`src/dac_ctrl_defines.svh`:
```
`ifndef DAC_CTRL_DEFINES_SVH
`define DAC_CTRL_DEFINES_SVH

//////////////////////////////////////////////////
// Command word layout
//////////////////////////////////////////////////

// Opcode in the top three bits
`define CMD_OP_MSB    31
`define CMD_OP_LSB    29
`define CMD_CONT_BIT  27  // Another command must follow
`define CMD_LDAC_BIT  26  // Pulse ldac when the command ends
`define CMD_DELAY_W   25  // Delay count in bits 24..0
`define CMD_CH_LSB    16  // Channel for SET_CAL and DAC_WR_CH

//////////////////////////////////////////////////
// DAC limits
//////////////////////////////////////////////////

`define DAC_VAL_W     16
`define DAC_CH_W      3
`define DAC_NUM_CH    8
// Offset binary midscale
`define DAC_MID       32767
`define DAC_CODE_BAD  65535  // Never sent to the DAC
`define ABS_CAL_MAX   4096   // Calibration magnitude limit

//////////////////////////////////////////////////
// SPI framing
//////////////////////////////////////////////////

`define SPI_FRAME_W   24
`define CS_GAP_W      5   // Chip select high time, up to 31 cycles

`endif

```
`src/dac_cmd_pkg.sv`:
```
`include "dac_ctrl_defines.svh"

package dac_cmd_pkg;

  // Command opcodes
  // Any other code is a bad command
  typedef enum logic [2:0] {
    NO_OP     = 3'd0,  // Timed delay
    SET_CAL   = 3'd1,  // Load one calibration value
    DAC_WR    = 3'd2,  // Update all eight channels
    DAC_WR_CH = 3'd3,  // Update one channel
    CANCEL    = 3'd7   // End a running delay early
  } dac_op_e;

  // Parser FSM
  typedef enum logic [2:0] {
    S_IDLE,
    S_DELAY,
    S_DAC_WR_DATA,  // Unpacking data words into samples
    S_DAC_WR_WAIT,  // Frames in flight or delay still running
    S_DAC_WR_CH,
    S_HALT          // Left only through reset
  } parser_state_e;

  // One item for the calibration stage
  typedef struct packed {
    logic                  is_cal;   // Table write rather than a sample
    logic [`DAC_CH_W-1:0]  channel;
    logic [`DAC_VAL_W-1:0] value;    // Raw code or signed calibration
    logic                  last;     // Final sample of the command
  } dac_sample_t;

  // Sticky error flags
  typedef struct packed {
    logic bad_cmd;
    logic cmd_buf_underflow;
    logic cal_oob;
    logic dac_val_oob;
    logic delay_too_short;
  } dac_status_t;

endpackage

```
`src/dac_spi_pkg.sv`:
```
`include "dac_ctrl_defines.svh"

package dac_spi_pkg;

  //////////////////////////////////////////////////
  // DAC serial register interface
  //////////////////////////////////////////////////

  // Command nibble at the head of every frame
  typedef enum logic [3:0] {
    REG_WRITE = 4'b0001  // Write input register, update on ldac
  } spi_op_e;

  // Sent MSB first
  // op(4) rsvd(1) channel(3) code(16)
  typedef struct packed {
    spi_op_e               op;
    logic                  rsvd;     // Always zero
    logic [`DAC_CH_W-1:0]  channel;
    logic [`DAC_VAL_W-1:0] code;     // Offset binary
  } spi_frame_t;

endpackage

```
`src/dac_cmd_parser.sv`:
```
`timescale 1ns/1ps
`include "dac_ctrl_defines.svh"

module dac_cmd_parser (
  input  logic                     clk,
  input  logic                     resetn,
  input  logic [31:0]              cmd_buf_word,
  input  logic                     cmd_buf_empty,
  output logic                     cmd_buf_rd_en,
  output dac_cmd_pkg::dac_sample_t samp,
  output logic                     samp_valid,
  input  logic                     samp_ready,
  input  logic                     tx_done_last,
  input  logic                     cal_oob_err,
  input  logic                     val_oob_err,
  output logic                     ldac,
  output logic                     busy,
  output dac_cmd_pkg::dac_status_t status
);

  dac_cmd_pkg::parser_state_e state, state_nxt;
  dac_cmd_pkg::dac_op_e       op;
  dac_cmd_pkg::dac_sample_t   samp_nxt;
  dac_cmd_pkg::dac_status_t   err;          // Error events this cycle
  logic [`CMD_DELAY_W-1:0]    delay_timer;
  logic [`DAC_CH_W-1:0]       ch_cnt;       // Next channel of a DAC_WR
  logic delay_zero, slot_free, writes_done;
  logic do_ldac, expect_next, wr_done;
  logic cmd_done, cancel, take_cmd, pop_data, load_samp, load_delay;

  assign op          = dac_cmd_pkg::dac_op_e'(cmd_buf_word[`CMD_OP_MSB:`CMD_OP_LSB]);
  assign delay_zero  = (delay_timer == '0);
  assign slot_free   = !samp_valid || samp_ready;  // Output register free next cycle
  assign writes_done = wr_done || tx_done_last;
  assign busy        = (state != dac_cmd_pkg::S_IDLE);
  assign cmd_buf_rd_en = take_cmd || pop_data || cancel;

  //////////////////////////////////////////////////
  // Command decode
  //////////////////////////////////////////////////

  always_comb begin
    state_nxt  = state;
    samp_nxt   = samp;
    err        = '0;
    cmd_done   = 1'b0;
    cancel     = 1'b0;
    take_cmd   = 1'b0;
    pop_data   = 1'b0;
    load_samp  = 1'b0;
    load_delay = 1'b0;
    case (state)
      dac_cmd_pkg::S_DELAY: begin
        if (!cmd_buf_empty && op == dac_cmd_pkg::CANCEL) cancel = 1'b1;  // Ends without ldac
        else cmd_done = delay_zero;
      end
      dac_cmd_pkg::S_DAC_WR_DATA: begin
        if (delay_zero) begin
          err.delay_too_short = 1'b1;
        end else if (slot_free) begin
          if (cmd_buf_empty) begin
            err.cmd_buf_underflow = 1'b1;  // Data word due but missing
          end else begin
            // Even channel from the low half, odd from the high half
            load_samp        = 1'b1;
            samp_nxt.is_cal  = 1'b0;
            samp_nxt.channel = ch_cnt;
            samp_nxt.value   = ch_cnt[0] ? cmd_buf_word[2*`DAC_VAL_W-1:`DAC_VAL_W]
                                         : cmd_buf_word[`DAC_VAL_W-1:0];
            samp_nxt.last    = (ch_cnt == `DAC_NUM_CH - 1);
            pop_data         = ch_cnt[0];  // Word used up after its high half
            if (ch_cnt == `DAC_NUM_CH - 1) state_nxt = dac_cmd_pkg::S_DAC_WR_WAIT;
          end
        end
      end
      dac_cmd_pkg::S_DAC_WR_WAIT: begin
        if (!writes_done && delay_zero) err.delay_too_short = 1'b1;
        else cmd_done = writes_done && delay_zero;
      end
      dac_cmd_pkg::S_DAC_WR_CH: cmd_done = tx_done_last;
      default: ;
    endcase

    // Chain straight into the next command
    if (cancel) begin
      state_nxt = dac_cmd_pkg::S_IDLE;
    end else if (state == dac_cmd_pkg::S_IDLE || cmd_done) begin
      state_nxt = dac_cmd_pkg::S_IDLE;
      if (cmd_buf_empty) begin
        if (cmd_done && expect_next) err.cmd_buf_underflow = 1'b1;
      end else begin
        case (op)
          dac_cmd_pkg::NO_OP, dac_cmd_pkg::DAC_WR: begin
            take_cmd   = 1'b1;
            load_delay = 1'b1;
            state_nxt  = (op == dac_cmd_pkg::NO_OP) ? dac_cmd_pkg::S_DELAY
                                                    : dac_cmd_pkg::S_DAC_WR_DATA;
          end
          dac_cmd_pkg::SET_CAL, dac_cmd_pkg::DAC_WR_CH: begin
            if (slot_free) begin  // Otherwise wait in IDLE
              take_cmd         = 1'b1;
              load_samp        = 1'b1;
              samp_nxt.is_cal  = (op == dac_cmd_pkg::SET_CAL);
              samp_nxt.channel = cmd_buf_word[`CMD_CH_LSB +: `DAC_CH_W];
              samp_nxt.value   = cmd_buf_word[`DAC_VAL_W-1:0];
              samp_nxt.last    = (op == dac_cmd_pkg::DAC_WR_CH);
              if (op == dac_cmd_pkg::DAC_WR_CH) state_nxt = dac_cmd_pkg::S_DAC_WR_CH;
            end
          end
          dac_cmd_pkg::CANCEL: take_cmd = 1'b1;  // Nothing to cancel
          default: err.bad_cmd = 1'b1;
        endcase
      end
    end

    err.cal_oob     = cal_oob_err;
    err.dac_val_oob = val_oob_err;
    if (err != '0) state_nxt = dac_cmd_pkg::S_HALT;
  end

  //////////////////////////////////////////////////
  // Control registers
  //////////////////////////////////////////////////

  always_ff @(posedge clk) begin
    if (!resetn) begin
      state       <= dac_cmd_pkg::S_IDLE;
      status      <= '0;
      ldac        <= 1'b0;
      delay_timer <= '0;
      do_ldac     <= 1'b0;
      expect_next <= 1'b0;
      wr_done     <= 1'b0;
      ch_cnt      <= '0;
      samp_valid  <= 1'b0;
    end else begin
      state  <= state_nxt;
      status <= status | err;  // Sticky until reset
      ldac   <= cmd_done && do_ldac && (err == '0);

      // Delay runs regardless of back-pressure
      if (cancel || state == dac_cmd_pkg::S_HALT) delay_timer <= '0;
      else if (load_delay) delay_timer <= cmd_buf_word[`CMD_DELAY_W-1:0];
      else if (!delay_zero) delay_timer <= delay_timer - 1'b1;

      if (take_cmd) begin
        do_ldac     <= (op == dac_cmd_pkg::DAC_WR_CH) ||
                       (load_delay && cmd_buf_word[`CMD_LDAC_BIT]);
        expect_next <= load_delay && cmd_buf_word[`CMD_CONT_BIT];
      end

      if (take_cmd) wr_done <= 1'b0;
      else if (tx_done_last) wr_done <= 1'b1;

      if (take_cmd) ch_cnt <= '0;
      else if (load_samp) ch_cnt <= ch_cnt + 1'b1;

      // Output slot
      if (state == dac_cmd_pkg::S_HALT) samp_valid <= 1'b0;
      else if (load_samp) samp_valid <= 1'b1;
      else if (samp_ready) samp_valid <= 1'b0;
    end
  end

  always_ff @(posedge clk) begin
    if (load_samp) samp <= samp_nxt;
  end

  // Buffer model only pops a present head
  assert property (@(posedge clk) disable iff (!resetn) cmd_buf_rd_en |-> !cmd_buf_empty)
    else $error("Command buffer read while empty");

endmodule

```
`src/dac_cal_stage.sv`:
```
`timescale 1ns/1ps
`include "dac_ctrl_defines.svh"

module dac_cal_stage (
  input  logic                     clk,
  input  logic                     resetn,
  input  dac_cmd_pkg::dac_sample_t samp,
  input  logic                     samp_valid,
  output logic                     samp_ready,
  output dac_spi_pkg::spi_frame_t  frame,
  output logic                     frame_valid,
  output logic                     frame_last,
  input  logic                     frame_ready,
  output logic                     cal_oob_err,
  output logic                     val_oob_err
);

  logic signed [`DAC_VAL_W-1:0] cal_tbl [`DAC_NUM_CH];  // Per-channel offsets
  logic signed [`DAC_VAL_W-1:0] cal_val;
  logic signed [`DAC_VAL_W+1:0] sum;                    // Code plus offset, two spare bits
  logic samp_fire, cal_ok, sum_ok, cal_wr, frame_ld;

  // Room when empty or when the held frame leaves this cycle
  assign samp_ready = !frame_valid || frame_ready;
  assign samp_fire  = samp_valid && samp_ready;

  //////////////////////////////////////////////////
  // Calibration and range check
  //////////////////////////////////////////////////

  assign cal_val = $signed(samp.value);
  assign cal_ok  = (cal_val <= `ABS_CAL_MAX) && (cal_val >= -`ABS_CAL_MAX);
  assign sum     = $signed({2'b00, samp.value}) + cal_tbl[samp.channel];  // Sign-extends cal
  // 65535 is rejected before calibration
  assign sum_ok  = (samp.value != `DAC_CODE_BAD) && (sum >= 0) && (sum <= 2 * `DAC_MID);

  assign cal_wr   = samp_fire && samp.is_cal && cal_ok;
  assign frame_ld = samp_fire && !samp.is_cal && sum_ok;

  always_ff @(posedge clk) begin
    if (!resetn) begin
      for (int i = 0; i < `DAC_NUM_CH; i++) begin
        cal_tbl[i] <= '0;
      end
      frame_valid <= 1'b0;
      cal_oob_err <= 1'b0;
      val_oob_err <= 1'b0;
    end else begin
      cal_oob_err <= samp_fire && samp.is_cal && !cal_ok;   // Table left unchanged
      val_oob_err <= samp_fire && !samp.is_cal && !sum_ok;  // Sample dropped
      if (cal_wr) cal_tbl[samp.channel] <= cal_val;
      if (frame_ld) frame_valid <= 1'b1;
      else if (frame_ready) frame_valid <= 1'b0;
    end
  end

  //////////////////////////////////////////////////
  // Output frame
  //////////////////////////////////////////////////

  always_ff @(posedge clk) begin
    if (frame_ld) begin
      frame.op      <= dac_spi_pkg::REG_WRITE;
      frame.rsvd    <= 1'b0;
      frame.channel <= samp.channel;
      frame.code    <= sum[`DAC_VAL_W-1:0];  // Known in range here
      frame_last    <= samp.last;
    end
  end

  // Held frame may not change under back-pressure
  assert property (@(posedge clk) disable iff (!resetn)
                   frame_valid && !frame_ready |=> frame_valid && $stable(frame))
    else $error("Frame changed while stalled");

endmodule

```
`src/dac_spi_tx.sv`:
```
`timescale 1ns/1ps
`include "dac_ctrl_defines.svh"

module dac_spi_tx (
  input  logic                    clk,
  input  logic                    resetn,
  input  logic [`CS_GAP_W-1:0]    n_cs_high_time,
  input  dac_spi_pkg::spi_frame_t frame,
  input  logic                    frame_valid,
  input  logic                    frame_last,
  output logic                    frame_ready,
  output logic                    tx_done_last,
  output logic                    n_cs,
  output logic                    mosi
);

  localparam int BIT_CNT_W = $clog2(`SPI_FRAME_W);

  typedef enum logic [1:0] {
    TX_IDLE,
    TX_GAP,    // n_cs high before the frame
    TX_SHIFT
  } tx_state_e;

  tx_state_e               state;
  logic [`CS_GAP_W-1:0]    gap_lat;   // Captured while in reset
  logic [`CS_GAP_W-1:0]    gap_cnt;
  logic [BIT_CNT_W-1:0]    bit_cnt;   // Bits left after the current one
  logic [`SPI_FRAME_W-1:0] shreg;
  logic                    last_lat;
  logic                    accept;

  assign frame_ready = (state == TX_IDLE);
  assign accept      = frame_valid && frame_ready;
  assign mosi        = !n_cs && shreg[`SPI_FRAME_W-1];  // Quiet low between frames

  //////////////////////////////////////////////////
  // Chip select and bit timing
  //////////////////////////////////////////////////

  always_ff @(posedge clk) begin
    if (!resetn) begin
      gap_lat      <= n_cs_high_time;
      state        <= TX_IDLE;
      n_cs         <= 1'b1;
      tx_done_last <= 1'b0;
      gap_cnt      <= '0;
      bit_cnt      <= '0;
    end else begin
      tx_done_last <= 1'b0;
      case (state)
        TX_IDLE: begin
          if (accept && gap_lat == '0) begin  // No gap, start at once
            state   <= TX_SHIFT;
            n_cs    <= 1'b0;
            bit_cnt <= BIT_CNT_W'(`SPI_FRAME_W - 1);
          end else if (accept) begin
            state   <= TX_GAP;
            gap_cnt <= gap_lat - 1'b1;
          end
        end
        TX_GAP: begin
          if (gap_cnt == '0) begin
            state   <= TX_SHIFT;
            n_cs    <= 1'b0;
            bit_cnt <= BIT_CNT_W'(`SPI_FRAME_W - 1);
          end else begin
            gap_cnt <= gap_cnt - 1'b1;
          end
        end
        TX_SHIFT: begin
          if (bit_cnt == '0) begin
            state        <= TX_IDLE;
            n_cs         <= 1'b1;
            tx_done_last <= last_lat;  // Command's final frame is out
          end else begin
            bit_cnt <= bit_cnt - 1'b1;
          end
        end
        default: state <= TX_IDLE;
      endcase
    end
  end

  // MSB first
  always_ff @(posedge clk) begin
    if (accept) begin
      shreg    <= frame;
      last_lat <= frame_last;
    end else if (state == TX_SHIFT) begin
      shreg <= {shreg[`SPI_FRAME_W-2:0], 1'b0};
    end
  end

  // Every select window is one full frame
  assert property (@(posedge clk) disable iff (!resetn) $fell(n_cs) |-> ##(`SPI_FRAME_W) n_cs)
    else $error("n_cs low window is not one frame long");

endmodule

```
`src/dac_ctrl_top.sv`:
```
`timescale 1ns/1ps
`include "dac_ctrl_defines.svh"

module dac_ctrl_top (
  input  logic                     clk,
  input  logic                     resetn,
  input  logic [31:0]              cmd_buf_word,
  input  logic                     cmd_buf_empty,
  output logic                     cmd_buf_rd_en,
  input  logic [`CS_GAP_W-1:0]     n_cs_high_time,
  output logic                     n_cs,
  output logic                     mosi,
  output logic                     ldac,
  output logic                     busy,
  output dac_cmd_pkg::dac_status_t status
);

  //////////////////////////////////////////////////
  // Stage links
  //////////////////////////////////////////////////

  dac_cmd_pkg::dac_sample_t samp;
  logic                     samp_valid, samp_ready;
  dac_spi_pkg::spi_frame_t  frame;
  logic                     frame_valid, frame_last, frame_ready;
  logic                     tx_done_last;                // Ends DAC_WR and DAC_WR_CH
  logic                     cal_oob_err, val_oob_err;    // Error pulses to the parser

  // Command FSM, delay and ldac
  dac_cmd_parser u_parser (
    .clk           (clk),
    .resetn        (resetn),
    .cmd_buf_word  (cmd_buf_word),
    .cmd_buf_empty (cmd_buf_empty),
    .cmd_buf_rd_en (cmd_buf_rd_en),
    .samp          (samp),
    .samp_valid    (samp_valid),
    .samp_ready    (samp_ready),
    .tx_done_last  (tx_done_last),
    .cal_oob_err   (cal_oob_err),
    .val_oob_err   (val_oob_err),
    .ldac          (ldac),
    .busy          (busy),
    .status        (status)
  );

  // Offset table and frame build
  dac_cal_stage u_cal (
    .clk         (clk),
    .resetn      (resetn),
    .samp        (samp),
    .samp_valid  (samp_valid),
    .samp_ready  (samp_ready),
    .frame       (frame),
    .frame_valid (frame_valid),
    .frame_last  (frame_last),
    .frame_ready (frame_ready),
    .cal_oob_err (cal_oob_err),
    .val_oob_err (val_oob_err)
  );

  dac_spi_tx u_spi (
    .clk            (clk),
    .resetn         (resetn),
    .n_cs_high_time (n_cs_high_time),
    .frame          (frame),
    .frame_valid    (frame_valid),
    .frame_last     (frame_last),
    .frame_ready    (frame_ready),
    .tx_done_last   (tx_done_last),
    .n_cs           (n_cs),
    .mosi           (mosi)
  );

endmodule

```
`config.mk`:
```
export PLATFORM = sky130hd
export DESIGN_NAME = dac_ctrl_top
export DESIGN_NICKNAME = d
export VERILOG_FILES = /design/src/dac_cmd_pkg.sv /design/src/dac_spi_pkg.sv /design/src/dac_cmd_parser.sv /design/src/dac_cal_stage.sv /design/src/dac_spi_tx.sv /design/src/dac_ctrl_top.sv
export VERILOG_INCLUDE_DIRS = /design/src /design/src/src
export SDC_FILE = /design/constraint.sdc
export NUM_CORES = 1
export LEC_CHECK = 0
export BUFFER_PORTS_ARGS = -buffer_cell sky130_fd_sc_hd__buf_2
export CAP_MARGIN = 15
export CELL_PAD_IN_SITES_DETAIL_PLACEMENT = 0
export CELL_PAD_IN_SITES_GLOBAL_PLACEMENT = 1
export CORE_ASPECT_RATIO = 0.75
export CORE_MARGIN = 4
export CORE_UTILIZATION = 51
export DETAILED_ROUTE_END_ITERATION = 16
export PLACE_DENSITY_LB_ADDON = 0.12
export SYNTH_ARGS = -nofsm -noshare
export SYNTH_HDL_FRONTEND = slang
export SYNTH_SLANG_ARGS = --single-unit
```
`constraint.sdc`:
```
create_clock -name clk -period 7.2 [get_ports clk]
set_input_delay 0 -clock clk [delete_from_list [all_inputs] [get_ports clk]]
set_output_delay 0 -clock clk [all_outputs]
set_load 0.01 [all_outputs]
```
* Word-level counts from Yosys, hierarchy flattened
Memories as Yosys holds them, arrays and structs flattened. A register that Yosys moved wholly into a read port is not among the register bits.
Cells that the tools add are included.
** Storage, ports and cells
- Bits in registers :: 129
- Bits in writable memories :: 128
- Word-level logic and storage cells :: 242
- Memories kept :: 1
** Operators by class
- $add $sub $neg :: 6
- Order comparisons :: 4
- Eq/ne operators :: 26
- Multiplexer cells :: 96
- Bitwise logic cells :: 2
- Reductions and logical operators :: 74
** Memory list
- u_cal.cal_tbl :: words 8, width 16, rd ports 1, clocked after Yosys merged registers in 1, wr ports 8, RTL line dac_cal_stage.sv:18 : logic signed [`DAC_VAL_W-1:0] cal_tbl [`DAC_NUM_CH];
** Operator list (number)
- two-way mux 21 bit :: 9
- two-way mux 25 bit :: 2
- two-way mux 1 bit :: 47
- two-way mux 3 bit :: 13
- two-way mux 16 bit :: 2
- two-way mux 5 bit :: 6
- logical NOT 25 bit :: 1
- subtractor 25 x 1 -> 25 bit (second input constant) :: 1
- two-way mux 24 bit :: 1
- logical AND 1 bit :: 21
- logical NOT 5 bit :: 4
- two-way mux 19 bit :: 1
- adder 17 x 16 -> 18 bit :: 1
- >= comparator 18 x 1 -> 1 bit (second input constant) :: 1
- less-or-equal comparator 18 x 17 -> 1 bit (second input constant) :: 1
- >= comparator 16 x 13 -> 1 bit (second input constant) :: 1
- less-or-equal comparator 16 x 14 -> 1 bit (second input constant) :: 1
- inequality test 16 bit (second input constant) :: 1
- OR reduction 16 bit :: 1
- one-hot mux 5 bit (3 select lines) :: 1
- subtractor 5 x 1 -> 5 bit (second input constant) :: 3
- two-way mux 2 bit :: 7
- nonzero test 2 bit :: 7
- == test 3 x 2 -> 1 bit (second input constant) :: 4
- other kinds (30) :: 71

* Longest topological paths before layout
- Depth after elaboration :: 13
- Mapped depth :: 14
- Gate-level depth less buffers :: 12

* Hierarchy
Synthesis repeated with hierarchy kept, for this count alone.
** Second synthesis, totals
- Cell total of the unflattened synthesis :: 1161
- Area total of the unflattened synthesis :: 12956.2 sq um
** Modules (own cells, without submodules)
- dac_cal_stage :: instances 1, cells an instance 579, area each 7561.0 sq um
- dac_cmd_parser :: instances 1, cells an instance 379, area each 3315.7 sq um
- dac_spi_tx :: instances 1, cells an instance 203, area each 2079.5 sq um

* Worst setup path after synthesis
No wires, ideal clock.
- Path type :: register to register
- Start point :: register (tool-made name)
- End point :: register, netlist name u_cal.frame[0]
- Setup time :: 0.422 ns
- Data arrival time :: 5.287 ns
- Data required time :: 6.778 ns
- Slack :: 1.490 ns
- Cell stages (with the launch flop) :: 14
- Path buffers :: 2
- Cells stage by stage :: dfxtp_1 > clkbuf_1 > buf_1 > mux4_2 > mux2_2 > ha_1 > a211oi_1 > o31ai_1 > o221a_2 > o31a_1 > o41ai_1 > mux2i_1 > or2_2 > nor3_1

==> impl_metrics.yaml <==
outcome:
  status: "finished clean"
cells_and_area:
  num_antenna_cells: 0
  drive_gt1_frac: 0.186
  synthToLayoutAreaGrowth_pct: 14.3
  stdcell_count: 1462
  fin_area_sq_mm: 0.0144
  fillCellCount: 1974
  layout.nets: 1175
pwr:
  p_seq_frac: 0.449
  p_clk_frac: 0.328
  powerDensity_mw_per_mm2: 287
  internal-power_mw: 2.92
  p_comb_frac: 0.224
  p_leak_nw: 5.22
  switchingPower_mw: 1.21
  vdd_drop_max_mv: 0.220
  switching_share: 0.293
sta:
  setup_viol: 0
  maxSlewHeadroom: 0.238
  timing.fmax_ghz: 0.197
  setup_tns_ns: 0
  fin_skew_ns: 0.0361
  fin_crit_ns: 5.07
  worstMarginPinSlew_ns: 1.13
  rsz0062_at_grt: "no"
  fin_crit_sh: 0.705
  hold_viol_final: 0
  drv_slew: 0
synthesis:
  synth_fp_nets: 1109
  synthFlopType: "edfxtp_1"
  yosys.area.top_type: "edfxtp_1"
  synth.distinct_cells: 66
  synth.area.top_cells: "edfxtp_1, dfxtp_1, mux4_2, and2_1, mux2_2"
  synth_area_sq_mm: 0.0126
  synthArstFlopShare: 0
  post-synth-top-area-fraction: 0.474
  synth_edf_count: 199
  ys_warn_count: 0
  synth_seq_cells: 260
  synth_seq_area_share: 0.571
  avgSynthCellArea_sq_um: 12.1
  synth_cells: 1045
drt:
  via_per_inst: 5.89
  drt_iter0_drc: 795
  dr.max_layer_used: "met4"
  avgRoutedWirePerCell_um: 21.4
  wirelength_met1_mm: 15.3
  dr.pass1.iters: 5
  drc: 0
  routed-wl-met3_mm: 2.61
  met2WireLength_mm: 12.6
  ant_nets: 0
  vias: 8610
  drt_wl_total_mm: 31.2
worst_setup_path:
  critical_path.max_fanout: 24
  critPathTopFamily: "compound AO/OA/AOI/OAI gates"
  crit_path_frequent_cell: "buf_4"
  cp_slowest_stage_delay_ns: 0.92
  cp-start-kind: "register"
  worstSetupPathType: "register to register"
  reg2reg_slack_ns: 2.13
  cp_cell_sequence: "buf_4, mux4_2, mux2_2, ha_1, a21o_1, a21oi_1, o21ai_0, o31a_1, o41ai_1, mux2i_1, or2_2, nor3_2, buf_4"
  worstPathArrival_ns: 5.28
  crit_path_top_delay_cell: "dfxtp_2"
  cp_num_buf_inv: 2
  critical_path_depth: 13
  rr_endpoint: "u_cal.frame[13]"
  cp.required_ns: 7.41
  critPathCaptureType: "register"
  rr_worst_depth: 13
cts:
  post-cts-setup-buffer-count: 0
  clk_latency_ns: 0.55
  clockBufferDepth: 3
  cts_sinks: 260
  clkTransAtPathRegs_ns: 0.06
  cts_root_buf: "clkbuf_16"
  htree_levels: 1
  cts_tree: "done"
  numCtsBuffers: 26
global_routing:
  grt_max_degree: 33
  grt_overflow_total: 0
  grt_pass1_vias: 8250
  grt_pass1_wl_mm: 48.9
  grt_use_total: 0.230
  antenna_found_initial: 0
placement:
  placedCellCount: 1374
  port_buffers: 49
  dp_hpwl_mm: 21.2
  dpl_cell_area_sq_mm: 0.0131
  place.gp.congestion: 0.884
floorplanning:
  boundaryPins: 50
  dieArea_sq_mm: 0.0273
  rows: 49
  core_area_sq_mm: 0.0242
  start_util: 0.522
  die_w_um: 189
  dieHeight_um: 144
min_path:
  whs_path_depth: 2
  holdPathEnd: "u_spi.gap_lat[2]"
  hp-start: "n_cs_high_time[2]"
  hold_path_class: "input port to register"
run:
  cap_violations: 0
## state kept, by name, summed over array words and instances (netlist names), 5 cells and up, named ones only
register and count:
u_cal.cal_tbl 128, u_parser.delay_timer 25, u_spi.shreg 24, u_parser.samp 21, u_cal.frame 19, u_parser.status 5, u_spi.bit_cnt 5, u_spi.gap_cnt 5
u_spi.gap_lat 5
## power groups by stage
stage                     logic [mW]  clock network [mW]  registers, mW
after floorplan                0.730                   0           1.82
after global placement         0.887                   0           1.88
after detailed placement       0.895                   0           1.88
after CTS                      0.920                1.38           1.85
after global routing            1.03                1.44           1.87
final                          0.924                1.35           1.86
## routing by layer
metal,global-route usage,up-vias
met2,0.325,288
met4,0.0540,0
met1,0.362,4233
li1,-,4038
met5,0,-
met3,0.0526,51
## synth_stat cells (5+ instances only)
master,number
nand3_1,13
nand2_1,48
dfxtp_1,61
o21ai_0,20
mux2_2,34
xnor2_1,17
nor3_1,55
or2_2,5
nor2b_1,10
nor2_2,11
a22oi_1,5
ha_1,23
buf_1,5
o22ai_1,18
xor2_1,15
a21oi_1,48
nand4_1,6
clkbuf_1,59
mux4_2,32
inv_1,13
a211oi_1,14
nor4_1,18
and2_1,103
nor2_1,95
or3_1,6
nand2b_1,13
edfxtp_1,199
a31oi_1,11
mux2i_1,10
a21o_1,6
## worst max-delay path by stage
stage / from / slack [ns] / to
3_5_place_dp: register / 2.13 / u_cal.frame[2]
5_1_grt: register / 1.68 / u_cal.frame[13]
6_report: register / 2.13 / u_cal.frame[13]
4_1_cts: register / 2.08 / u_cal.frame[13]
2_1_floorplan: register / 1.49 / u_cal.frame[0]
3_3_place_gp: register / 2.21 / u_cal.frame[2]
## layout by cell type, fill, tap and decap left out, drive strengths merged, types with 23 or more instances in the layout
cell         synthesis  routed
edfxtp             199     199
nor2               106     106
and2               103     103
buf                 11      68
dfxtp               61      61
nor3                55      55
nand2               49      49
a21oi               48      48
dlygate4sd3          0      40
clkbuf              59      35
mux2                34      34
mux4                32      32
ha                  23      23
o21ai               23      23
## kinds of logic after synthesis
| group | synth area share |
|---|---|
| AO/OA/AOI/OAI | 0.0808 |
| XOR/XNOR | 0.0222 |
| adder cells (fa/ha/maj) | 0.0244 |
| buffers and inverters | 0.0271 |
| flip-flops | 0.571 |
| multiplexers | 0.0955 |
| AND/OR/NAND/NOR | 0.179 |
## timing repair
item | in CTS | in global routing
hold endpoints to repair | 65 | 0
hold buffers | 40 | 0
gates resized for setup | 0 | 0
## final cells by class
class	count	area, sq um	area share
multi-input cells	701	5090	0.353
clock inverters	13	145	0.0101
clock buffers	35	716	0.0497
well taps	331	414	0.0288
repair buffers	108	788	0.0547
inverters	14	52.6	0.00365
flip-flops and latches	260	7200	0.500
## per-stage QoR
step	util	power (mW)	hold slack [ns]	setup WS, ns
6_report	0.596	4.13	0.188	2.13
5_1_grt	0.596	4.34	0.166	1.68
4_1_cts	0.596	4.15	0.165	2.08
3_5_place_dp	0.544	2.78	0.179	2.13
3_3_place_gp	0.544	2.77	0.179	2.21
2_1_floorplan	-	2.55	0.0989	1.49
No activity file was read; power rests on OpenSTA's default activity.
